--- src/verilog/masku_defs.svh ---
//////////////////////////////////////////////////////////////////////
// Mask unit geometry
// Lane count, word widths, result queue depth and register layout
// shared by the mask unit RTL and its testbench
//////////////////////////////////////////////////////////////////////

`ifndef MASKU_DEFS_SVH
`define MASKU_DEFS_SVH

// Number of lanes, each one carries a 64-bit word per beat
`define MASKU_NR_LANES   4
// Lane word width in bits
`define MASKU_ELEN       64
// Byte strobes per lane word
`define MASKU_STRB_W     (`MASKU_ELEN/8)

// Entries in each per-lane result queue
`define MASKU_RQ_DEPTH   2

// Words per vector register in one lane, 4 lanes x 4 words x 64 bits
`define MASKU_VREG_WORDS 4
// Vector length width, counts bits up to 1024
`define MASKU_VL_W       11

// Instruction id, register index and lane VRF address widths
`define MASKU_ID_W       3
`define MASKU_VREG_W     5
`define MASKU_ADDR_W     8

`endif

--- src/verilog/masku_pkg.sv ---
//////////////////////////////////////////////////////////////////////
// Mask unit types
// Lane words, strobes, ids, addresses, the opcode and the payload
// carried by the per-lane result queues
//////////////////////////////////////////////////////////////////////

`default_nettype none

`include "masku_defs.svh"

package masku_pkg;

  // One lane word and its byte enable
  typedef logic [`MASKU_ELEN-1:0]   elen_t;
  typedef logic [`MASKU_STRB_W-1:0] strb_t;

  // Instruction id handed out by the sequencer
  typedef logic [`MASKU_ID_W-1:0] vid_t;

  // Word address inside one lane's register file
  typedef logic [`MASKU_ADDR_W-1:0] vaddr_t;

  // Bit count, wide enough for a full 1024-bit register
  typedef logic [`MASKU_VL_W-1:0] vlen_t;

  // Supported mask operations
  typedef enum logic {
    MASK_OP_LOGICAL = 1'b0,  // Merge a below vl, keep b above
    MASK_OP_CPOP    = 1'b1   // Count set bits of b below vl
  } mask_op_e;

  // Write request toward one lane's VRF port, 83 bits
  typedef struct packed {
    vid_t   id;
    vaddr_t addr;
    elen_t  wdata;
    strb_t  be;
  } result_payload_t;

endpackage

`default_nettype wire

--- src/verilog/masku_alu.sv ---
//////////////////////////////////////////////////////////////////////
// Mask unit ALU
// Tail bit enable from vl, bitwise merge of the lane operands and
// population count accumulation for count ops
//////////////////////////////////////////////////////////////////////

`timescale 1ns/1ps
`default_nettype none

`include "masku_defs.svh"

module masku_alu (
  input  wire logic                                    clk_i,
  input  wire logic                                    rst_ni,
  input  wire masku_pkg::mask_op_e                     op_i,
  input  wire masku_pkg::vlen_t                        vl_i,
  input  wire masku_pkg::vlen_t                        beat_base_i,
  input  wire logic                                    beat_fire_i,
  input  wire logic                                    start_i,
  input  wire masku_pkg::elen_t [`MASKU_NR_LANES-1:0]  opa_i,
  input  wire masku_pkg::elen_t [`MASKU_NR_LANES-1:0]  opb_i,
  output masku_pkg::elen_t [`MASKU_NR_LANES-1:0]       result_o,
  output masku_pkg::vlen_t                             popcount_o
);

  localparam int BEAT_BITS = `MASKU_NR_LANES * `MASKU_ELEN;

  // Lane l owns bits l*64 to l*64+63 of the beat
  logic [BEAT_BITS-1:0] bit_en;
  logic [BEAT_BITS-1:0] cnt_bits;
  masku_pkg::vlen_t     remain;
  masku_pkg::vlen_t     beat_cnt;
  masku_pkg::vlen_t     acc_q;

  //////////////////////////////////////////////////////////////////////
  // Bit enable
  //////////////////////////////////////////////////////////////////////

  // Bits left under vl from this beat on, zero once past vl
  assign remain = (vl_i > beat_base_i) ? (vl_i - beat_base_i) : '0;

  // Thermometer of the low remain bits, saturates to all ones
  assign bit_en = ~({BEAT_BITS{1'b1}} << remain);

  //////////////////////////////////////////////////////////////////////
  // Merge
  //////////////////////////////////////////////////////////////////////

  for (genvar l = 0; l < `MASKU_NR_LANES; l++) begin : g_lane
    masku_pkg::elen_t en;
    assign en = bit_en[l*`MASKU_ELEN +: `MASKU_ELEN];

    // New bits from a, tail kept from the old destination b
    assign result_o[l] = (opa_i[l] & en) | (opb_i[l] & ~en);

    // Only enabled bits of b take part in the count
    assign cnt_bits[l*`MASKU_ELEN +: `MASKU_ELEN] = opb_i[l] & en;
  end

  //////////////////////////////////////////////////////////////////////
  // Population count
  //////////////////////////////////////////////////////////////////////

  // At most 256 per beat, fits the 11-bit count
  always_comb begin
    beat_cnt = '0;
    for (int i = 0; i < BEAT_BITS; i++) begin
      beat_cnt = beat_cnt + masku_pkg::vlen_t'(cnt_bits[i]);
    end
  end

  // Running total over all beats of the instruction
  always_ff @(posedge clk_i or negedge rst_ni) begin
    if (!rst_ni) begin
      acc_q <= '0;
    end else if (start_i) begin
      acc_q <= '0;
    end else if (beat_fire_i && (op_i == masku_pkg::MASK_OP_CPOP)) begin
      acc_q <= acc_q + beat_cnt;
    end
  end

  assign popcount_o = acc_q;

endmodule

`default_nettype wire

--- src/verilog/masku_insn_ctrl.sv ---
//////////////////////////////////////////////////////////////////////
// Mask unit instruction control
// Holds the single active instruction, fires operand beats, tracks
// issued and pending beats and raises the done response
//////////////////////////////////////////////////////////////////////

`timescale 1ns/1ps
`default_nettype none

`include "masku_defs.svh"

module masku_insn_ctrl (
  input  wire logic                                            clk_i,
  input  wire logic                                            rst_ni,
  // Sequencer request
  input  wire logic                                            req_valid_i,
  input  wire masku_pkg::mask_op_e                             req_op_i,
  input  wire masku_pkg::vlen_t                                req_vl_i,
  input  wire logic [`MASKU_VREG_W-1:0]                        req_vd_i,
  input  wire masku_pkg::vid_t                                 req_id_i,
  output logic                                                 req_ready_o,
  // Operand handshakes per lane
  input  wire logic [`MASKU_NR_LANES-1:0]                      opa_valid_i,
  input  wire logic [`MASKU_NR_LANES-1:0]                      opb_valid_i,
  output logic [`MASKU_NR_LANES-1:0]                           opa_ready_o,
  output logic [`MASKU_NR_LANES-1:0]                           opb_ready_o,
  // Result queue status per lane
  input  wire logic [`MASKU_NR_LANES-1:0]                      q_full_i,
  input  wire logic [`MASKU_NR_LANES-1:0]                      q_empty_i,
  // Running count from the ALU
  input  wire masku_pkg::vlen_t                                popcount_i,
  // Beat control toward ALU and queues
  output logic                                                 beat_fire_o,
  output masku_pkg::mask_op_e                                  op_o,
  output masku_pkg::vlen_t                                     vl_o,
  output masku_pkg::vlen_t                                     beat_base_o,
  output masku_pkg::vaddr_t                                    addr_o,
  output masku_pkg::vid_t                                      id_o,
  output masku_pkg::strb_t [`MASKU_NR_LANES-1:0]               lane_be_o,
  // Done response
  output logic                                                 done_o,
  output masku_pkg::vid_t                                      done_id_o,
  output masku_pkg::vlen_t                                     done_popcount_o
);

  // Bits covered by one beat over all lanes, 256
  localparam int BEAT_BITS  = `MASKU_NR_LANES * `MASKU_ELEN;
  localparam int BEAT_SHIFT = $clog2(BEAT_BITS);
  // Beat counter must hold a full register worth of beats
  localparam int BCNT_W     = $clog2(`MASKU_VREG_WORDS + 1);
  localparam int VLX_W      = `MASKU_VL_W + 1;

  // Control state
  logic              active_q;
  logic [BCNT_W-1:0] issued_q;
  logic [BCNT_W-1:0] pending_q;

  // Active instruction fields
  masku_pkg::mask_op_e        op_q;
  masku_pkg::vlen_t           vl_q;
  logic [`MASKU_VREG_W-1:0]   vd_q;
  masku_pkg::vid_t            id_q;

  logic              req_fire;
  logic [VLX_W-1:0]  vl_round;
  logic [BCNT_W-1:0] req_beats;
  logic              operands_ok;

  //////////////////////////////////////////////////////////////////////
  // Acceptance
  //////////////////////////////////////////////////////////////////////

  // Only one instruction in flight
  assign req_ready_o = !active_q;
  assign req_fire    = req_valid_i && req_ready_o;

  // ceil(vl/256) beats, never less than one
  always_comb begin
    vl_round  = {1'b0, req_vl_i} + VLX_W'(BEAT_BITS - 1);
    req_beats = BCNT_W'(vl_round >> BEAT_SHIFT);
    if (req_beats == '0) begin
      req_beats = BCNT_W'(1);
    end
  end

  //////////////////////////////////////////////////////////////////////
  // Beat issue
  //////////////////////////////////////////////////////////////////////

  // Count ops read only the old destination, operand a is ignored
  assign operands_ok = (&opb_valid_i) &&
                       ((op_q == masku_pkg::MASK_OP_CPOP) || (&opa_valid_i));

  // A beat needs every lane ready and room in every result queue
  assign beat_fire_o = active_q && (pending_q != '0) && operands_ok && !(|q_full_i);

  assign opb_ready_o = beat_fire_o ? opb_valid_i : '0;
  assign opa_ready_o = (beat_fire_o && (op_q == masku_pkg::MASK_OP_LOGICAL)) ?
                       opa_valid_i : '0;

  assign op_o        = op_q;
  assign vl_o        = vl_q;
  assign id_o        = id_q;
  assign beat_base_o = masku_pkg::vlen_t'(issued_q) << BEAT_SHIFT;

  // Register base of vd, one word per beat
  assign addr_o = masku_pkg::vaddr_t'(vd_q) * masku_pkg::vaddr_t'(`MASKU_VREG_WORDS) +
                  masku_pkg::vaddr_t'(issued_q);

  // Whole-word strobes, a lane writes if its first bit is under vl
  always_comb begin
    for (int l = 0; l < `MASKU_NR_LANES; l++) begin
      lane_be_o[l] = ((beat_base_o + masku_pkg::vlen_t'(l * `MASKU_ELEN)) < vl_q) ? '1 : '0;
    end
  end

  //////////////////////////////////////////////////////////////////////
  // Completion
  //////////////////////////////////////////////////////////////////////

  // All beats out and every lane drained, decoded from registered state
  assign done_o          = active_q && (pending_q == '0) && (&q_empty_i);
  assign done_id_o       = id_q;
  assign done_popcount_o = (op_q == masku_pkg::MASK_OP_CPOP) ? popcount_i : '0;

  always_ff @(posedge clk_i or negedge rst_ni) begin
    if (!rst_ni) begin
      active_q  <= 1'b0;
      issued_q  <= '0;
      pending_q <= '0;
    end else if (req_fire) begin
      active_q  <= 1'b1;
      issued_q  <= '0;
      pending_q <= req_beats;
    end else if (done_o) begin
      active_q  <= 1'b0;
    end else if (beat_fire_o) begin
      issued_q  <= issued_q + BCNT_W'(1);
      pending_q <= pending_q - BCNT_W'(1);
    end
  end

  // Instruction fields, captured on acceptance
  always_ff @(posedge clk_i) begin
    if (req_fire) begin
      op_q <= req_op_i;
      vl_q <= req_vl_i;
      vd_q <= req_vd_i;
      id_q <= req_id_i;
    end
  end

endmodule

`default_nettype wire

--- src/verilog/masku_result_queue.sv ---
//////////////////////////////////////////////////////////////////////
// Result queue
// Small circular buffer holding lane results until the lane's VRF
// port grants them, payload type set per instance
//////////////////////////////////////////////////////////////////////

`timescale 1ns/1ps
`default_nettype none

`include "masku_defs.svh"

module masku_result_queue #(
  parameter type payload_t = logic
) (
  input  wire logic     clk_i,
  input  wire logic     rst_ni,
  input  wire logic     push_i,
  input  wire payload_t data_i,
  input  wire logic     pop_i,
  output payload_t      data_o,
  output logic          valid_o,
  output logic          full_o,
  output logic          empty_o
);

  localparam int DEPTH = `MASKU_RQ_DEPTH;
  localparam int PTR_W = (DEPTH > 1) ? $clog2(DEPTH) : 1;
  localparam int CNT_W = $clog2(DEPTH + 1);

  // Storage
  payload_t mem_q [DEPTH];

  // Pointers and occupancy
  logic [PTR_W-1:0] wr_ptr_q;
  logic [PTR_W-1:0] rd_ptr_q;
  logic [CNT_W-1:0] cnt_q;

  logic push_ok;
  logic pop_ok;

  assign full_o  = (cnt_q == CNT_W'(DEPTH));
  assign empty_o = (cnt_q == '0);
  assign valid_o = !empty_o;
  assign data_o  = mem_q[rd_ptr_q];

  // Overflow and underflow are ignored
  assign push_ok = push_i && !full_o;
  assign pop_ok  = pop_i && !empty_o;

  always_ff @(posedge clk_i or negedge rst_ni) begin
    if (!rst_ni) begin
      wr_ptr_q <= '0;
      rd_ptr_q <= '0;
      cnt_q    <= '0;
    end else begin
      if (push_ok) begin
        wr_ptr_q <= (wr_ptr_q == PTR_W'(DEPTH - 1)) ? '0 : wr_ptr_q + PTR_W'(1);
      end
      if (pop_ok) begin
        rd_ptr_q <= (rd_ptr_q == PTR_W'(DEPTH - 1)) ? '0 : rd_ptr_q + PTR_W'(1);
      end
      // Simultaneous push and pop keep the count
      if (push_ok && !pop_ok) begin
        cnt_q <= cnt_q + CNT_W'(1);
      end else if (pop_ok && !push_ok) begin
        cnt_q <= cnt_q - CNT_W'(1);
      end
    end
  end

  // Payload write
  always_ff @(posedge clk_i) begin
    if (push_ok) begin
      mem_q[wr_ptr_q] <= data_i;
    end
  end

endmodule

`default_nettype wire

--- src/verilog/masku_top.sv ---
//////////////////////////////////////////////////////////////////////
// Mask unit top level
// Instruction control, mask ALU and one result queue per lane
// toward the lane VRF write ports
//////////////////////////////////////////////////////////////////////

`timescale 1ns/1ps
`default_nettype none

`include "masku_defs.svh"

module masku_top (
  input  wire logic                                      clk_i,
  input  wire logic                                      rst_ni,
  // Sequencer
  input  wire logic                                      req_valid_i,
  input  wire masku_pkg::mask_op_e                       req_op_i,
  input  wire masku_pkg::vlen_t                          req_vl_i,
  input  wire logic [`MASKU_VREG_W-1:0]                  req_vd_i,
  input  wire masku_pkg::vid_t                           req_id_i,
  output logic                                           req_ready_o,
  output logic                                           done_o,
  output masku_pkg::vid_t                                done_id_o,
  output masku_pkg::vlen_t                               done_popcount_o,
  // Lane operands
  input  wire masku_pkg::elen_t [`MASKU_NR_LANES-1:0]    opa_i,
  input  wire logic [`MASKU_NR_LANES-1:0]                opa_valid_i,
  output logic [`MASKU_NR_LANES-1:0]                     opa_ready_o,
  input  wire masku_pkg::elen_t [`MASKU_NR_LANES-1:0]    opb_i,
  input  wire logic [`MASKU_NR_LANES-1:0]                opb_valid_i,
  output logic [`MASKU_NR_LANES-1:0]                     opb_ready_o,
  // Lane VRF write ports
  output logic [`MASKU_NR_LANES-1:0]                     result_req_o,
  output masku_pkg::vaddr_t [`MASKU_NR_LANES-1:0]        result_addr_o,
  output masku_pkg::vid_t [`MASKU_NR_LANES-1:0]          result_id_o,
  output masku_pkg::elen_t [`MASKU_NR_LANES-1:0]         result_wdata_o,
  output masku_pkg::strb_t [`MASKU_NR_LANES-1:0]         result_be_o,
  input  wire logic [`MASKU_NR_LANES-1:0]                result_gnt_i
);

  // Controller to ALU and queues
  logic                                    beat_fire;
  logic                                    start;
  masku_pkg::mask_op_e                     op;
  masku_pkg::vlen_t                        vl;
  masku_pkg::vlen_t                        beat_base;
  masku_pkg::vaddr_t                       addr;
  masku_pkg::vid_t                         id;
  masku_pkg::strb_t [`MASKU_NR_LANES-1:0]  lane_be;
  masku_pkg::elen_t [`MASKU_NR_LANES-1:0]  alu_result;
  masku_pkg::vlen_t                        popcount;
  logic [`MASKU_NR_LANES-1:0]              q_full;
  logic [`MASKU_NR_LANES-1:0]              q_empty;

  // Accumulator restarts with each accepted instruction
  assign start = req_valid_i && req_ready_o;

  masku_insn_ctrl u_insn_ctrl (
    .clk_i, .rst_ni,
    .req_valid_i, .req_op_i, .req_vl_i, .req_vd_i, .req_id_i, .req_ready_o,
    .opa_valid_i, .opb_valid_i, .opa_ready_o, .opb_ready_o,
    .q_full_i   (q_full),
    .q_empty_i  (q_empty),
    .popcount_i (popcount),
    .beat_fire_o(beat_fire),
    .op_o       (op),
    .vl_o       (vl),
    .beat_base_o(beat_base),
    .addr_o     (addr),
    .id_o       (id),
    .lane_be_o  (lane_be),
    .done_o, .done_id_o, .done_popcount_o
  );

  masku_alu u_alu (
    .clk_i, .rst_ni,
    .op_i       (op),
    .vl_i       (vl),
    .beat_base_i(beat_base),
    .beat_fire_i(beat_fire),
    .start_i    (start),
    .opa_i, .opb_i,
    .result_o   (alu_result),
    .popcount_o (popcount)
  );

  // One queue per lane, pushed only by logical beats
  for (genvar l = 0; l < `MASKU_NR_LANES; l++) begin : g_lane
    masku_pkg::result_payload_t push_data;
    masku_pkg::result_payload_t head;

    assign push_data.id    = id;
    assign push_data.addr  = addr;
    assign push_data.wdata = alu_result[l];
    assign push_data.be    = lane_be[l];

    masku_result_queue #(
      .payload_t(masku_pkg::result_payload_t)
    ) u_result_queue (
      .clk_i, .rst_ni,
      .push_i (beat_fire && (op == masku_pkg::MASK_OP_LOGICAL)),
      .data_i (push_data),
      .pop_i  (result_req_o[l] && result_gnt_i[l]),
      .data_o (head),
      .valid_o(result_req_o[l]),
      .full_o (q_full[l]),
      .empty_o(q_empty[l])
    );

    assign result_id_o[l]    = head.id;
    assign result_addr_o[l]  = head.addr;
    assign result_wdata_o[l] = head.wdata;
    assign result_be_o[l]    = head.be;
  end

endmodule

`default_nettype wire
--- config.mk ---
export PLATFORM = sky130hd
export DESIGN_NAME = masku_top
export DESIGN_NICKNAME = d
export VERILOG_FILES = /design/src/verilog/masku_pkg.sv /design/src/verilog/masku_alu.sv /design/src/verilog/masku_insn_ctrl.sv /design/src/verilog/masku_result_queue.sv /design/src/verilog/masku_top.sv
export VERILOG_INCLUDE_DIRS = /design/src /design/src/verilog
export SDC_FILE = /design/constraint.sdc
export NUM_CORES = 1
export LEC_CHECK = 0
export ABC_CLOCK_PERIOD_IN_PS = 22800
export BUFFER_PORTS_ARGS = -buffer_cell sky130_fd_sc_hd__buf_4
export CAP_MARGIN = 20
export CORE_ASPECT_RATIO = 1.1
export CORE_MARGIN = 10
export CORE_UTILIZATION = 39
export DETAILED_ROUTE_END_ITERATION = 8
export PLACE_DENSITY = 0.6
export SLEW_MARGIN = 5
export SYNTH_ARGS = -nofsm -noshare
export SYNTH_HDL_FRONTEND = slang
export SYNTH_HIERARCHICAL = 1
export SYNTH_SLANG_ARGS = --single-unit
--- constraint.sdc ---
create_clock -name clk_i -period 22.8 [get_ports clk_i]
set_input_delay 1.14 -clock clk_i [delete_from_list [all_inputs] [get_ports clk_i]]
set_output_delay 1.14 -clock clk_i [all_outputs]
set_load 0.005 [all_outputs]
Word-level counts from Yosys, hierarchy flattened:

Memory sizes are Yosys's and may differ from the RTL's.
Index checks and enable logic that the tools add are counted.

* reduce and logical (&&, ||, !) cells: 67
* shift operators: 1
* equality and inequality tests: 5
* multiplexer cells: 43
* bitwise gates (word level): 22
* $lt $le $gt $ge: 5
* add/subtract/negate cells: 280

Operator list (count)
* $add A11 B1 Y11: 254
* $and A64 B64 Y64: 12
* $not A256 Y256: 1
* $not A64 Y64: 4
* $or A64 B64 Y64: 4
* $shl A256 B11 Y256 const A: 1
* $lt A11 B11 Y1: 4
* $mux W11: 4
* $add A11 B8 Y11 const B: 3
* $mux W8: 4
* $logic_and A1 B1 Y1: 29
* $mux W3: 7
* $logic_not A1 Y1: 18
* $mux W1: 18
* $mux W2: 8
* $reduce_bool A2 Y1: 7
* $reduce_and A4 Y1: 3
* $add A11 B11 Y11: 1
* $add A11 B7 Y11 const B: 1
* $gt A11 B11 Y1: 1
* $sub A11 B11 Y11: 1
* $add A1 B1 Y1 const B: 8
* $add A2 B1 Y2 const B: 4
* $add A7 B3 Y8: 1
* other kinds (14): 25

* bits in writable memories: 664
* memories: 4
* output and inout port bits: 360
* register bits: 54
* logic and storage cells: 447

Memories
* g_lane[0].u_result_queue.mem_q: depth 2, width 83, read ports 1, clocked after Yosys merged registers in 0, wr ports 1, RTL line masku_result_queue.sv:31 `payload_t mem_q [DEPTH];`
* g_lane[1].u_result_queue.mem_q: depth 2, width 83, read ports 1, clocked after Yosys merged registers in 0, wr ports 1, RTL line masku_result_queue.sv:31
* g_lane[2].u_result_queue.mem_q: depth 2, width 83, read ports 1, clocked after Yosys merged registers in 0, wr ports 1, RTL line masku_result_queue.sv:31
* g_lane[3].u_result_queue.mem_q: depth 2, width 83, read ports 1, clocked after Yosys merged registers in 0, wr ports 1, RTL line masku_result_queue.sv:31

Logic depth before layout (Yosys ltp):

* depth after elaboration: 263
* depth in mapped cells: 44

By module:

Netlist, hierarchy kept.

By module, submodules not included
* masku_result_queue: times used 4, cells each 278, area each 6434.9 µm²
* masku_alu: times used 1, cells each 1922, area each 15559.9 µm²
* masku_insn_ctrl: times used 1, cells each 177, area each 1754.2 µm²
* masku_top: times used 1, cells each 6, area each 45.0 µm²

Worst setup path before layout:

OpenSTA, ideal clock, no wires.

* path kind: register -> register
* start point: reg u_insn_ctrl.issued_q[0]
* end point: reg u_alu.acc_q[10], in the netlist u_alu/popcount_o[10]
* setup slack: 11.745 ns
* clock period less this slack: 11.055 ns
* buffers on the path: 5
* library setup time: 0.125 ns
* data arrival time: 10.930 ns
* stages on the path, launching flop included: 41
* path through: dfrtp_1 -> buf_4 -> inv_1 -> ha_1 -> clkbuf_1 -> a21o_1 -> a221o_1 -> a21oi_1 -> a21o_1 -> buf_2 -> buf_4 -> a21o_1 -> buf_2 -> o21ai_0 -> and2_1 -> fa_1 -> inv_1 -> fa_1 -> [5 not listed] -> fa_1 -> fa_1 -> inv_1 -> fa_1 -> inv_1 -> fa_1 -> fa_1 -> fa_1 -> fa_1 -> fa_1 -> nor2b_1 -> o21ai_0 -> a21boi_0 -> o21ai_0 -> a21oi_1 -> a31oi_1 -> mux2i_1 -> mux2_2

* longest elaborated chain between the ends: 263

RTL lines
* start: declaration: RTL line masku_insn_ctrl.sv:55 `logic [BCNT_W-1:0] issued_q;`
* start signal: assignment: RTL line masku_insn_ctrl.sv:138 `issued_q <= issued_q + BCNT_W'(1);`
* $sub A11 B11 Y11 or $gt A11 B11 Y1 (tied branches): RTL line masku_alu.sv:40 `assign remain = (vl_i > beat_base_i) ? (vl_i - beat_base_i) : '0;`
* $mux W11 (*): RTL line masku_alu.sv:40
* $shl A256 B11 Y256 (*): RTL line masku_alu.sv:43 `assign bit_en = ~({BEAT_BITS{1'b1}} << remain);`
* $not A256 Y256 (*): RTL line masku_alu.sv:43
* $and A64 B64 Y64: RTL line masku_alu.sv:57 `` assign cnt_bits[l*`MASKU_ELEN +: `MASKU_ELEN] = opb_i[l] & en; ``
* $add A1 B1 Y2: RTL line masku_alu.sv:68 `beat_cnt = beat_cnt + masku_pkg::vlen_t'(cnt_bits[i]);`
* $add A11 B1 Y11 (253 in series): RTL line masku_alu.sv:68
* $add A11 B1 Y11 (*): RTL line masku_alu.sv:68
* $add A11 B11 Y11 (*): RTL line masku_alu.sv:79 `acc_q <= acc_q + beat_cnt;`
* $mux W11 (*): RTL line masku_alu.sv:78 `end else if (beat_fire_i && (op_i == masku_pkg::MASK_OP_CPOP)) begin`
* $mux W11 (*): RTL line masku_alu.sv:76 `end else if (start_i) begin`
* end signal: assignment: RTL line masku_alu.sv:79
* end: declaration: RTL line masku_alu.sv:33 `masku_pkg::vlen_t acc_q;`

Every way passes the cells marked *; elsewhere a longest branch is shown, timed or not. The select of a mux whose other input is x is not followed.
A chain may end at the register's enable or synchronous reset.

Worst setup path in the final report:

Ends and elaborated chain as after synthesis.

==> run_results.csv <==
group,metric,value,unit
timing,max_freq,0.0743,GHz
timing,finClkSkew,0.0372,ns
timing,rsz0062_at_grt,"false",
clock_tree,cts_resized,0,
detailed_routing,met3WireLength,20.7,mm
clock_tree,cts_max_level,3,
yosys,syn_area_per_cell,13.4,µm²
yosys,synth-seq-cells,718,
cells_and_area,final_layout_size_suffix_gt1_frac,0.411,
yosys,synthTopCellsByArea,"edfxtp_1 (48%), fa_1 (11%), mux2_2 (8.7%), mux2_4 (8.4%), inv_1 (2.6%)",
yosys,synth-seq-area-share,0.496,
yosys,synth_top_area_cell,"edfxtp_1",
yosys,yosysUniqueCellTypes,78,
status,status,"completed",
placed_design,gp_congestion,1.01,
worst_setup_path,cp.depth,35,
die,die_height,369,µm
job,maxCapViolations,0,
timing,relSlewSlack,0.120,
worst_setup_path,critical-path-top-delay-family,"adder cells",
clock_tree,clock_sink_count,718,
worst_setup_path,r2r_slack,9.35,ns
timing,tightest_slew,1.31,ns
grt,grt_pass1_vias,32711,
worst_setup_path,arrival,14.01,ns
yosys,yosysWarnings,6,
detailed_routing,antenna_left,0,
grt,grtUsageTotal,0.325,
worst_setup_path,r2r-start,"u_insn_ctrl/issued_q[0]$_DFFE_PN0P_",
timing,post-route-period-util,0.590,
detailed_routing,dr_total_vias,31886,
cells_and_area,design_area,0.0541,mm²
clock_tree,numCtsBuffers,83,
yosys,ys.flop_type,"edfxtp_1",
worst_setup_path,rr_worst_depth,35,
die,row_count,127,
worst_setup_path,cpPeakStageDelay,0.84,ns
detailed_routing,first_pass_iters,6,
detailed_routing,highest_layer,"met5",
grt,grt-ovfl-total,0,
die,initial_core_util,0.394,
timing,fin_setup_tns,0,ns
worst_setup_path,critPathMaxFanout,70,
grt,grt_pass1_wl,277,mm
worst_setup_path,crit_slowest_cell,"nor3_1",
cells_and_area,fin_util,0.495,
detailed_routing,viasPerCell,5.67,
detailed_routing,drt_iter0_drc,3481,
die,dieArea,0.124,mm²
timing,setup_viol,0,
detailed_routing,wl_met2,98.1,mm
timing,drv_slew,0,
yosys,synth_edf_count,684,
yosys,synth_top_area_share,0.477,
cells_and_area,final_nets,4996,
worst_setup_path,start_kind,"register",
die,die_w,337,µm
yosys,yosysMostFrequentCell,"edfxtp_1",
yosys,netlist_top_cells_count,"edfxtp_1 (684), mux2_2 (332), inv_1 (296), nand2_1 (261), fa_1 (247)",
yosys,netlist_area,0.0431,mm²
cells_and_area,area_growth,25.5,%
worst_setup_path,crit_top_cell,"fa_1",
worst_setup_path,end_kind,"register",
timing,period_needed,13.45,ns
hold_path,min-delay-path-class,"in2async",
placed_design,io_buffers,906,
detailed_routing,post_drt_wl_per_cell,36.9,µm
worst_setup_path,r2r_end,"u_alu/popcount_o[10]$_DFFE_PN0P_",
placed_design,placed_cell_area,0.0513,mm²
detailed_routing,met1_length,77.2,mm
worst_setup_path,critical_path_class,"reg2reg",
timing,hold_violations,0,
detailed_routing,drc_errors,0,
worst_setup_path,path_buf_inv,5,
detailed_routing,drt_wl_total,208,mm
placed_design,dpl.hpwl,171,mm
worst_setup_path,startpoint,"u_insn_ctrl/issued_q[0]$_DFFE_PN0P_",
clock_tree,cts_tree,"done",
clock_tree,clockBufferDepth,3,
clock_tree,clockRootBuffer,"clkbuf_16",
clock_tree,clk_latency,0.69,ns
yosys,synthCells,3217,
clock_tree,cts-hold-fix-buffers,0,
worst_setup_path,endpoint,"u_alu/popcount_o[10]$_DFFE_PN0P_",
clock_tree,postCtsSetupRepairBufs,0,
grt,grt_start_max_net_pins,71,
worst_setup_path,crit_required,23.36,ns
yosys,async_reset_ff_frac,0.0474,
clock_tree,clkSlewWorstSetupHoldPaths,0.06,ns
die,coreArea,0.109,mm²
grt,antenna_found_initial,49,
die,io_pins,907,
registers in the layout (all words and copies together) (netlist names):
| signal | flops |
|---|---|
| g_lane.u_result_queue/cnt_q | 8 |
| g_lane.u_result_queue/mem_q | 664 |
| g_lane.u_result_queue/rd_ptr_q | 4 |
| g_lane.u_result_queue/wr_ptr_q | 4 |
| u_alu/popcount_o | 11 |
| u_insn_ctrl/active_q | 1 |
| u_insn_ctrl/done_id_o | 3 |
| u_insn_ctrl/issued_q | 3 |
| u_insn_ctrl/op_o | 1 |
| u_insn_ctrl/pending_q | 3 |
| u_insn_ctrl/vd_q | 5 |
| u_insn_ctrl/vl_o | 11 |
placed cells by master (no fill, tap or decap), types with 17 or more instances in the layout:
cell type,instances
and2_1,83
inv_1,296
fa_1,247
a21o_1,17
o21a_1,20
xnor2_1,18
a21oi_1,140
nand2b_1,17
nor2_1,87
nand2_1,260
ha_1,81
edfxtp_1,684
clkbuf_1,17
o21ai_1,39
nor2b_1,43
clkbuf_16,84
nor3_1,34
a31oi_1,28
buf_4,975
dfrtp_1,30
mux2_4,240
diode_2,24
mux2_2,332
nand3_1,39
o21ai_0,131
cell type report:
cell class / count / area (µm²)
Multi-Input combinational cell: 2043 / 19700
Sequential cell: 718 / 21400
Inverter: 296 / 1110
Antenna cell: 24 / 60.1
Clock inverter: 47 / 517
Timing Repair Buffer: 979 / 7350
Tap cell: 1419 / 1780
Fill cell: 9937 / 55300
Clock buffer: 102 / 2180
logic make-up after synthesis:
kind of cell,count (synthesis),synth area share
muxes,585,0.174
AOI/OAI and AO/OA,455,0.0624
and+or+nand+nor,632,0.0711
adders and majority gates,328,0.138
xor gates and xnor gates,35,0.00729
buffers and inverters,463,0.0509
other,1,0.0000870
DFF,718,0.496
worst min path at each step:
stage                                             startpoint                                            end  slack, ns  cells past startpoint
3_3_place_gp   g_lane[1].u_result_queue/cnt_q[1]$_DFFE_PN0P_  g_lane[1].u_result_queue/cnt_q[1]$_DFFE_PN0P_       0.47                      1
5_1_grt                                               rst_ni                u_alu/popcount_o[6]$_DFFE_PN0P_       0.48                      1
4_1_cts                                               rst_ni               u_alu/popcount_o[10]$_DFFE_PN0P_       0.44                      1
2_1_floorplan  g_lane[0].u_result_queue/cnt_q[1]$_DFFE_PN0P_  g_lane[0].u_result_queue/cnt_q[1]$_DFFE_PN0P_       0.46                      1
6_report                                              rst_ni                u_alu/popcount_o[7]$_DFFE_PN0P_       0.46                      1
3_5_place_dp   g_lane[1].u_result_queue/cnt_q[1]$_DFFE_PN0P_  g_lane[1].u_result_queue/cnt_q[1]$_DFFE_PN0P_       0.48                      1
stage by stage:
step                worst slack (ns)  hold slack (ns)  instances
floorplan                      11.75            0.457       3224
global placement                9.48            0.471       5449
detailed placement              9.55            0.480       5453
CTS                             9.51            0.441       5602
global route                    8.81            0.479       5615
finish                          9.35            0.457       5628
layer usage:
layer / track usage / vias to the layer above
met5: 0 / -
met4: 0.156 / 50
met3: 0.103 / 479
met2: 0.530 / 1781
met1: 0.385 / 16317
li1: - / 13259
worst register-to-register path, delay by kind of cell, from the launching register on:
kind / cells / cell delay, ns
and+or+nand+nor: 6 / 2.04
AOI/OAI and AO/OA: 8 / 2.17
buffers and inverters: 5 / 0.69
DFF: 1 / 0.75
muxes: 2 / 0.52
adders and majority gates: 14 / 7.19
Power is left out: the tool's default activity adds up to more than one toggle a clock period on the data nets, which glitch-free logic cannot reach.
